[config.mk]
export PLATFORM = sky130hd
export DESIGN_NAME = trackerTop
export DESIGN_NICKNAME = d
export VERILOG_FILES = /design/src/rtl/clientPkg.sv /design/src/rtl/memPkg.sv /design/src/rtl/reqHeap.sv /design/src/rtl/reqIssue.sv /design/src/rtl/rspMatch.sv /design/src/rtl/trackerTop.sv
export VERILOG_INCLUDE_DIRS = /design/src /design/src/rtl
export SDC_FILE = /design/constraint.sdc
export NUM_CORES = 1
export LEC_CHECK = 0
export BUFFER_PORTS_ARGS = -buffer_cell sky130_fd_sc_hd__buf_2
export CORE_UTILIZATION = 45
export DETAILED_ROUTE_END_ITERATION = 10
export GPL_TIMING_DRIVEN = 0
export PLACE_DENSITY = 0.65
export SLEW_MARGIN = 20
export SYNTH_ARGS = -nofsm -noshare
export SYNTH_HDL_FRONTEND = slang
export SYNTH_SLANG_ARGS = --single-unit
[constraint.sdc]
create_clock -name clk -period 2.1 [get_ports clk]
set_input_delay 0.105 -clock clk [delete_from_list [all_inputs] [get_ports clk]]
set_output_delay 0.105 -clock clk [all_outputs]
set_load 0.05 [all_outputs]
[src/rtl/tracker_macros.svh]
// Sizing constants for the memory request tracker, included by packages and RTL that need them

`ifndef TRACKER_MACROS_SVH
`define TRACKER_MACROS_SVH

// Heap depth
// Also the number of requests that may be outstanding at memory
`define TRK_ENTRIES 16

// Memory address width
`define TRK_ADDR_BITS 32

// Read and write data width
`define TRK_DATA_BITS 32

// Width of the label the client attaches to each request
`define TRK_USER_BITS 8

// Heap lookup and free ports
// Port 0 serves read responses, port 1 serves write acknowledgments
`define TRK_RD_PORTS 2

// Port numbers as used by the response matcher
`define TRK_PORT_RD 0
`define TRK_PORT_WR 1

`endif

[src/rtl/clientPkg.sv]
// Client-side types for the memory request tracker: request opcode and user tag

`include "tracker_macros.svh"

package clientPkg;

    // Request opcode
    // One bit, since only reads and writes exist
    typedef enum logic
    {
        OP_READ  = 1'b0,
        OP_WRITE = 1'b1
    } opcode_t;

    // Label chosen by the client
    // Handed back unchanged with the matching response
    typedef logic [`TRK_USER_BITS-1:0] userTag_t;

    // Response channels are told apart by opcode
    // Read data comes back on the read channel only
    localparam int OP_BITS = $bits(opcode_t);

    // Width of the per-request client context
    localparam int CTX_BITS = OP_BITS + `TRK_USER_BITS;

endpackage

[src/rtl/memPkg.sv]
// Memory-side types for the tracker: tag, address, data and the request record held in the heap

`include "tracker_macros.svh"

package memPkg;

    // Heap index
    // Sent to memory as the request tag and returned with the response
    typedef logic [$clog2(`TRK_ENTRIES)-1:0] memTag_t;

    // Memory address
    typedef logic [`TRK_ADDR_BITS-1:0] memAddr_t;

    // Read and write data
    typedef logic [`TRK_DATA_BITS-1:0] memData_t;

    // Request record kept while the request is at memory
    // Opcode, user tag and address, 41 bits in all
    // Write data is not kept, memory already has it
    typedef struct packed
    {
        clientPkg::opcode_t  op;
        clientPkg::userTag_t userTag;
        memAddr_t            addr;
    } reqMeta_t;

    // Record width
    localparam int META_BITS = $bits(reqMeta_t);

    // Tag width
    localparam int TAG_BITS = $bits(memTag_t);

endpackage

[src/rtl/reqHeap.sv]
// Round-robin heap holding in-flight request records, one allocate port and several lookup/free ports
`timescale 1ns/10ps

`include "tracker_macros.svh"

module reqHeap
#(
    parameter int N_ENTRIES    = `TRK_ENTRIES,
    parameter int N_READ_PORTS = `TRK_RD_PORTS
)
(
    input  logic                           clk,
    input  logic                           resetb,

    // Allocate port
    input  logic                           enq,
    input  memPkg::reqMeta_t               enqData,
    output logic                           notFull,
    output memPkg::memTag_t                allocIdx,

    // Lookup ports, data one cycle after request
    input  memPkg::memTag_t                readReq [0:N_READ_PORTS-1],
    output memPkg::reqMeta_t               readRsp [0:N_READ_PORTS-1],

    // Free ports
    input  logic                           free    [0:N_READ_PORTS-1],
    input  memPkg::memTag_t                freeIdx [0:N_READ_PORTS-1],

    // Busy entry count
    output logic [$clog2(N_ENTRIES):0]     inFlight
);

    localparam int CNT_W = $clog2(N_ENTRIES) + 1;

    // One bit per entry, set while the entry is free
    logic [N_ENTRIES-1:0] notBusy;

    // Round-robin allocation pointer
    memPkg::memTag_t nextAlloc;

    // Entries released this cycle over all free ports
    logic [CNT_W-1:0] freeCount;

    // Busy entry counter
    logic [CNT_W-1:0] inFlightQ;

    // Full means the entry at the pointer is still busy
    // Free entries elsewhere do not count
    assign notFull  = notBusy[nextAlloc];
    assign allocIdx = nextAlloc;
    assign inFlight = inFlightQ;

    // Pointer advances on every allocation and wraps at the last entry
    always_ff @(posedge clk)
    begin
        if (!resetb)
        begin
            nextAlloc <= '0;
        end
        else if (enq)
        begin
            nextAlloc <= (nextAlloc == memPkg::memTag_t'(N_ENTRIES - 1)) ?
                         '0 : nextAlloc + 1'b1;
        end
    end

    // Storage copied once per lookup port
    // All ports can read while an allocation writes
    for (genvar p = 0; p < N_READ_PORTS; p++)
    begin : g_port
        memPkg::reqMeta_t mem [0:N_ENTRIES-1];
        memPkg::reqMeta_t rspQ;

        always_ff @(posedge clk)
        begin
            rspQ <= mem[readReq[p]];
            if (enq)
            begin
                mem[allocIdx] <= enqData;
            end
        end

        assign readRsp[p] = rspQ;

        // Freed entry must currently be busy
        assert property (@(posedge clk) disable iff (!resetb)
            free[p] |-> !notBusy[freeIdx[p]])
            else $error("reqHeap: free of idle entry on port %0d", p);
    end

    // Count this cycle's frees
    always_comb
    begin
        freeCount = '0;
        for (int i = 0; i < N_READ_PORTS; i++)
        begin
            if (free[i])
            begin
                freeCount = freeCount + 1'b1;
            end
        end
    end

    // Free list and counter change on the same edge
    // A freed entry is free from the next cycle on
    always_ff @(posedge clk)
    begin
        if (!resetb)
        begin
            notBusy   <= '1;
            inFlightQ <= '0;
        end
        else
        begin
            if (enq)
            begin
                notBusy[allocIdx] <= 1'b0;
            end
            for (int i = 0; i < N_READ_PORTS; i++)
            begin
                if (free[i])
                begin
                    notBusy[freeIdx[i]] <= 1'b1;
                end
            end
            inFlightQ <= inFlightQ + CNT_W'(enq) - freeCount;
        end
    end

    // Allocation only into a free entry
    assert property (@(posedge clk) disable iff (!resetb) enq |-> notFull)
        else $error("reqHeap: enq while full");

endmodule

[src/rtl/reqIssue.sv]
// Request issue stage that stores accepted client requests in the heap and sends them to memory
`timescale 1ns/10ps

module reqIssue
(
    input  logic                clk,
    input  logic                resetb,

    // Client request
    input  logic                reqValid,
    input  clientPkg::opcode_t  reqOp,
    input  memPkg::memAddr_t    reqAddr,
    input  memPkg::memData_t    reqWrData,
    input  clientPkg::userTag_t reqUserTag,

    // Heap allocate port
    input  logic                notFull,
    input  memPkg::memTag_t     allocIdx,
    output logic                enq,
    output memPkg::reqMeta_t    enqData,

    // Memory request
    output logic                memReqValid,
    output clientPkg::opcode_t  memReqOp,
    output memPkg::memTag_t     memReqTag,
    output memPkg::memAddr_t    memReqAddr,
    output memPkg::memData_t    memReqWrData
);

    // Every client strobe is an accepted request
    assign enq = reqValid;

    // Record kept until the response returns
    always_comb
    begin
        enqData         = '0;
        enqData.op      = reqOp;
        enqData.userTag = reqUserTag;
        enqData.addr    = reqAddr;
    end

    // Memory strobe one cycle after acceptance
    always_ff @(posedge clk)
    begin
        if (!resetb)
        begin
            memReqValid <= 1'b0;
        end
        else
        begin
            memReqValid <= enq;
        end
    end

    // Request fields registered with the strobe
    // Tag is the entry the request was written to
    always_ff @(posedge clk)
    begin
        if (enq)
        begin
            memReqOp     <= reqOp;
            memReqTag    <= allocIdx;
            memReqAddr   <= reqAddr;
            memReqWrData <= reqWrData;
        end
    end

    // Client honours the fullness level from the heap
    assert property (@(posedge clk) disable iff (!resetb) reqValid |-> notFull)
        else $error("reqIssue: reqValid while heap full");

endmodule

[src/rtl/rspMatch.sv]
// Response matcher: looks up returning tags in the heap, frees them and builds client responses
`timescale 1ns/10ps

`include "tracker_macros.svh"

module rspMatch
(
    input  logic                clk,
    input  logic                resetb,

    // Memory read responses
    input  logic                rdRspValid,
    input  memPkg::memTag_t     rdRspTag,
    input  memPkg::memData_t    rdRspData,

    // Memory write acknowledgments
    input  logic                wrAckValid,
    input  memPkg::memTag_t     wrAckTag,

    // Heap lookup and free ports
    input  memPkg::reqMeta_t    readRsp [0:`TRK_RD_PORTS-1],
    output memPkg::memTag_t     readReq [0:`TRK_RD_PORTS-1],
    output logic                free    [0:`TRK_RD_PORTS-1],
    output memPkg::memTag_t     freeIdx [0:`TRK_RD_PORTS-1],

    // Client read responses
    output logic                cliRdValid,
    output clientPkg::userTag_t cliRdUserTag,
    output memPkg::memAddr_t    cliRdAddr,
    output memPkg::memData_t    cliRdData,

    // Client write acknowledgments
    output logic                cliWrValid,
    output clientPkg::userTag_t cliWrUserTag,
    output memPkg::memAddr_t    cliWrAddr
);

    // Strobes and read data delayed to meet the heap lookup
    logic             rdValidQ;
    logic             wrValidQ;
    memPkg::memData_t rdDataQ;

    // Lookup and free in the same cycle
    // Lookup result is captured before the entry can be reused
    assign readReq[`TRK_PORT_RD] = rdRspTag;
    assign free[`TRK_PORT_RD]    = rdRspValid;
    assign freeIdx[`TRK_PORT_RD] = rdRspTag;

    assign readReq[`TRK_PORT_WR] = wrAckTag;
    assign free[`TRK_PORT_WR]    = wrAckValid;
    assign freeIdx[`TRK_PORT_WR] = wrAckTag;

    always_ff @(posedge clk)
    begin
        if (!resetb)
        begin
            rdValidQ <= 1'b0;
            wrValidQ <= 1'b0;
        end
        else
        begin
            rdValidQ <= rdRspValid;
            wrValidQ <= wrAckValid;
        end
    end

    always_ff @(posedge clk)
    begin
        rdDataQ <= rdRspData;
    end

    // Client responses from the looked-up records
    assign cliRdValid   = rdValidQ;
    assign cliRdUserTag = readRsp[`TRK_PORT_RD].userTag;
    assign cliRdAddr    = readRsp[`TRK_PORT_RD].addr;
    assign cliRdData    = rdDataQ;

    assign cliWrValid   = wrValidQ;
    assign cliWrUserTag = readRsp[`TRK_PORT_WR].userTag;
    assign cliWrAddr    = readRsp[`TRK_PORT_WR].addr;

    // Stored opcode agrees with the channel that returned the tag
    assert property (@(posedge clk) disable iff (!resetb)
        rdValidQ |-> readRsp[`TRK_PORT_RD].op == clientPkg::OP_READ)
        else $error("rspMatch: read response for a write tag");
    assert property (@(posedge clk) disable iff (!resetb)
        wrValidQ |-> readRsp[`TRK_PORT_WR].op == clientPkg::OP_WRITE)
        else $error("rspMatch: write ack for a read tag");

endmodule

[src/rtl/trackerTop.sv]
// Memory request tracker top level: client and memory ports around issue, heap and match
`timescale 1ns/10ps

`include "tracker_macros.svh"

module trackerTop
(
    input  logic                          clk,
    input  logic                          resetb,

    // Client requests
    input  logic                          reqValid,
    input  clientPkg::opcode_t            reqOp,
    input  memPkg::memAddr_t              reqAddr,
    input  memPkg::memData_t              reqWrData,
    input  clientPkg::userTag_t           reqUserTag,
    output logic                          reqNotFull,

    // Memory requests
    output logic                          memReqValid,
    output clientPkg::opcode_t            memReqOp,
    output memPkg::memTag_t               memReqTag,
    output memPkg::memAddr_t              memReqAddr,
    output memPkg::memData_t              memReqWrData,

    // Memory responses
    input  logic                          rdRspValid,
    input  memPkg::memTag_t               rdRspTag,
    input  memPkg::memData_t              rdRspData,
    input  logic                          wrAckValid,
    input  memPkg::memTag_t               wrAckTag,

    // Client responses
    output logic                          cliRdValid,
    output clientPkg::userTag_t           cliRdUserTag,
    output memPkg::memAddr_t              cliRdAddr,
    output memPkg::memData_t              cliRdData,
    output logic                          cliWrValid,
    output clientPkg::userTag_t           cliWrUserTag,
    output memPkg::memAddr_t              cliWrAddr,

    // Busy entry count
    output logic [$clog2(`TRK_ENTRIES):0] inFlight
);

    // Heap allocate side
    logic             enq;
    memPkg::reqMeta_t enqData;
    memPkg::memTag_t  allocIdx;

    // Heap lookup and free side
    memPkg::memTag_t  readReq [0:`TRK_RD_PORTS-1];
    memPkg::reqMeta_t readRsp [0:`TRK_RD_PORTS-1];
    logic             free    [0:`TRK_RD_PORTS-1];
    memPkg::memTag_t  freeIdx [0:`TRK_RD_PORTS-1];

    reqIssue u_reqIssue (
        .clk, .resetb, .reqValid, .reqOp, .reqAddr, .reqWrData, .reqUserTag,
        .notFull (reqNotFull), .allocIdx, .enq, .enqData,
        .memReqValid, .memReqOp, .memReqTag, .memReqAddr, .memReqWrData
    );

    reqHeap #(.N_ENTRIES(`TRK_ENTRIES), .N_READ_PORTS(`TRK_RD_PORTS)) u_reqHeap (
        .clk, .resetb, .enq, .enqData, .notFull (reqNotFull), .allocIdx,
        .readReq, .readRsp, .free, .freeIdx, .inFlight
    );

    rspMatch u_rspMatch (
        .clk, .resetb, .rdRspValid, .rdRspTag, .rdRspData, .wrAckValid, .wrAckTag,
        .readRsp, .readReq, .free, .freeIdx,
        .cliRdValid, .cliRdUserTag, .cliRdAddr, .cliRdData,
        .cliWrValid, .cliWrUserTag, .cliWrAddr
    );

endmodule

==> results.py <==
metrics = {
    "routing": {
        "drt_pass1_iterations": 8,
        "drt_iter0_drc": 2217,
        "wire_per_inst_um": 28.5,
        "via_count": 19777,
        "vias_per_cell": 5.94,
        "ant_nets": 0,
        "wl_um": 94900,
        "drc": 4,
    },
    "logic_synthesis": {
        "synth_area_leaders": "edfxtp_1, mux4_2, dfxtp_1, a22oi_1, nand2_1",
        "synth_edf_count": 709,
        "ys_types": 31,
        "yosys.area.top_type": "edfxtp_1",
        "synthCells": 1685,
        "syn_area_mm2": 0.0345,
        "ys_seq_area_share_pct": 69.8,
        "ys.flop_type": "edfxtp_1",
        "synth_seq_cells": 849,
        "yosysTopAreaCellShare_pct": 61.7,
        "async_flop_share_pct": 0,
        "synth_warnings": 0,
        "syn_avg_cell_area_um2": 20.5,
        "syn-num-nets": 1815,
    },
    "cts": {
        "clockBufferDepth": 3,
        "tritoncts": "built",
        "cts_sinks": 849,
        "htree_levels": 3,
        "path_clk_slew_ps": 60,
        "cts_made_buffers": 90,
        "clk_latency_ps": 650,
        "cts-root-buf": "clkbuf_16",
    },
    "sta": {
        "setup_viol": 84,
        "clock_skew_ps": 28.4,
        "relSlewSlack_pct": 21.1,
        "finalSetupTns_ps": -7680,
        "fmax_mhz": 433,
        "worst_slew_pin_slew_ps": 1180,
        "final-hold-violation-count": 0,
        "rsz0062_at_grt": "yes",
        "fin_crit_sh_pct": 110,
        "min_period_ps": 2310,
        "drv_slew": 0,
        "setup_ws_ps": -212,
        "holdWs_ps": 41.1,
    },
    "cells_and_area": {
        "final_nets": 2350,
        "final_common_cell": "edfxtp_1",
        "seq_area_mm2": 0.0241,
        "nFillCells": 5812,
        "layout_common_cells": "edfxtp_1, mux4_2, buf_2, a22oi_1, dfxtp_1",
        "drive_gt1_share_pct": 37.4,
        "multi_input_area_mm2": 0.00981,
        "syn_to_final_growth_pct": 21.6,
        "fin_area_mm2": 0.0420,
    },
    "worst_setup_path": {
        "rr_worst_depth": 3,
        "slowest_delay_ps": 510,
        "worstReg2RegStart": "u_reqHeap.allocIdx[3]$_SDFFE_PN0P_",
        "reg2reg_slack_ps": -150,
        "crit_fanout": 3,
        "critical_path_arrival_ps": 2210,
        "path_cells": "buf_6, mux4_2, nor2b_4, a211oi_2, a21oi_1, buf_4",
        "r2r_end": "u_reqHeap.g_port[1].mem[0][17]$_DFFE_PP_",
        "slowest_stage": "mux4_2",
        "cp_data_required_time_ps": 2000,
        "start_kind": "register",
        "endpoint_kind": "output port",
        "criticalPathCategory": "register to output port",
    },
    "run_status": {
        "status": "finished with violations",
        "violations": "design-rule violations, negative setup slack",
    },
    "power_and_ir_drop": {
        "power.density_mw_per_mm2": 931,
        "power.total_mw": 39.1,
        "ir_drop_mv": 0.526,
        "p_leak_nw": 14.5,
    },
    "global_routing": {
        "antenna_found_initial": 0,
        "use_met2_pct": 42.5,
        "grt_use_met1_pct": 31.0,
        "track_usage_pct": 24.6,
        "grt-busiest-layer": "met2",
        "met3_usage_pct": 4.46,
        "grt_max_degree": 42,
        "grt_pass1_vias": 21160,
        "grt_pass1_wl_um": 138000,
        "gr-total-overflow": 0,
    },
    "floorplan": {
        "fp.dieArea_mm2": 0.0778,
        "die_w_um": 279,
        "row_count": 101,
        "start_util_pct": 45.4,
        "fp.dieH_um": 279,
        "core_mm2": 0.0759,
        "ios": 308,
    },
    "worst_hold_path": {
        "worstHoldEndpoint": "u_reqHeap.notBusy[11]$_SDFF_PN1_",
        "worstHoldStart": "rdRspTag[2]",
        "hold_class": "primary input to register",
        "hold_depth": 4,
    },
    "placement": {
        "postPlaceCellArea_mm2": 0.0376,
        "gp_congestion": 0.802,
        "dp_hpwl_um": 58100,
        "io_buffer_count": 302,
    },
    "flow_run": {
        "cap_violations": 0,
    },
}
-- layer usage --
layer	routed length, µm	up-vias	share of wire (%)
met5	0	-	0
met4	2970	0	3.1
met3	6880	151	7.3
met2	49000	925	52
met1	36000	10472	38
li1	-	8229	-
-- cell type report --
cell class	instances	area share [%]
inverter	26	0.233
clock buffer	134	6.27
timing repair buffer	440	7.41
multi-input combinational	697	23.4
buffer	116	1.46
antenna	2	0.0119
tap	1030	3.07
sequential	849	57.4
clock inverter	34	0.745
-- per-stage QoR --
step           worst slack (ps)  util (%)  cells
2_1_floorplan             -1.53         -   1685
3_3_place_gp              -1900      49.1   3017
3_5_place_dp               -818      49.5   3029
4_1_cts                    -242      55.1   3320
5_1_grt                    -267      55.3   3326
6_report                   -212      55.3   3328
-- logic make-up after synthesis --
group / synth area share, %
buffers and inverters: 2.05
xor gates and xnor gates: 0.0762
and+or+nand+nor: 2.11
DFF: 69.8
adders and majority gates: 0.457
muxes: 21.2
AOI/OAI and AO/OA: 4.28
-- synthesized netlist by cell type, types with 12 or more instances --
library cell and n:
a22oi_1 172, and2_1 26, buf_2 22, buf_4 12, buf_6 13, clkbuf_1 59, dfxtp_1 140, edfxtp_1 709
inv_1 26, mux4_2 324, nand2_1 86, nor2b_1 13, o211ai_1 12
-- worst max path at each step --
stage,start,end,slack [ps]
after floorplan,u_reqHeap.inFlight[0]$_SDFF_PN0_,u_reqHeap.inFlight[4]$_SDFF_PN0_,-2
after global placement,reqValid,u_reqHeap.g_port[1].mem[1][22]$_DFFE_PP_,-1900
after detailed placement,reqValid,u_reqHeap.g_port[1].mem[0][22]$_DFFE_PP_,-820
after CTS,u_reqHeap.allocIdx[0]$_SDFFE_PN0P_,reqNotFull,-240
after global routing,u_reqHeap.allocIdx[0]$_SDFFE_PN0P_,reqNotFull,-270
final,u_reqHeap.allocIdx[0]$_SDFFE_PN0P_,reqNotFull,-210
-- where the power goes --
group / switching (mW) / internal, mW / leakage, nW
registers: 0.156 / 18.7 / 7.63
logic: 2.95 / 1.49 / 5.46
clock network: 6.54 / 9.20 / 1.43
-- worst max-delay path: cells and delay by family, from the launching register on --
family / cells / cell delay (ps)
multiplexers: 1 / 510
flip-flops: 1 / 350
buffers and inverters: 2 / 320
AO/OA/AOI/OAI: 2 / 240
AND/OR/NAND/NOR: 1 / 150
-- flip-flops by register name, indices dropped and copies added (netlist names) --
name / cells
u_reqIssue.memReqValid: 1
u_rspMatch.cliRdValid: 1
u_reqHeap.g_port.mem: 640
u_reqHeap.readRsp: 80
u_rspMatch.cliWrValid: 1
u_reqHeap.notBusy: 16
u_reqIssue.memReqAddr: 32
u_reqHeap.allocIdx: 4
u_reqHeap.inFlight: 5
u_rspMatch.cliRdData: 32
u_reqIssue.memReqOp: 1
u_reqIssue.memReqTag: 4
u_reqIssue.memReqWrData: 32
-- repair_timing --
item                                    CTS  global route
pin swaps                                 4             5
hold buffers                            118             0
buffers inserted                          3             5
endpoints found under the setup margin  267           249
hold endpoints to repair                765             0
resized for setup                        17             8
gates cloned                              3             1
(Power assumes the default switching activity.)
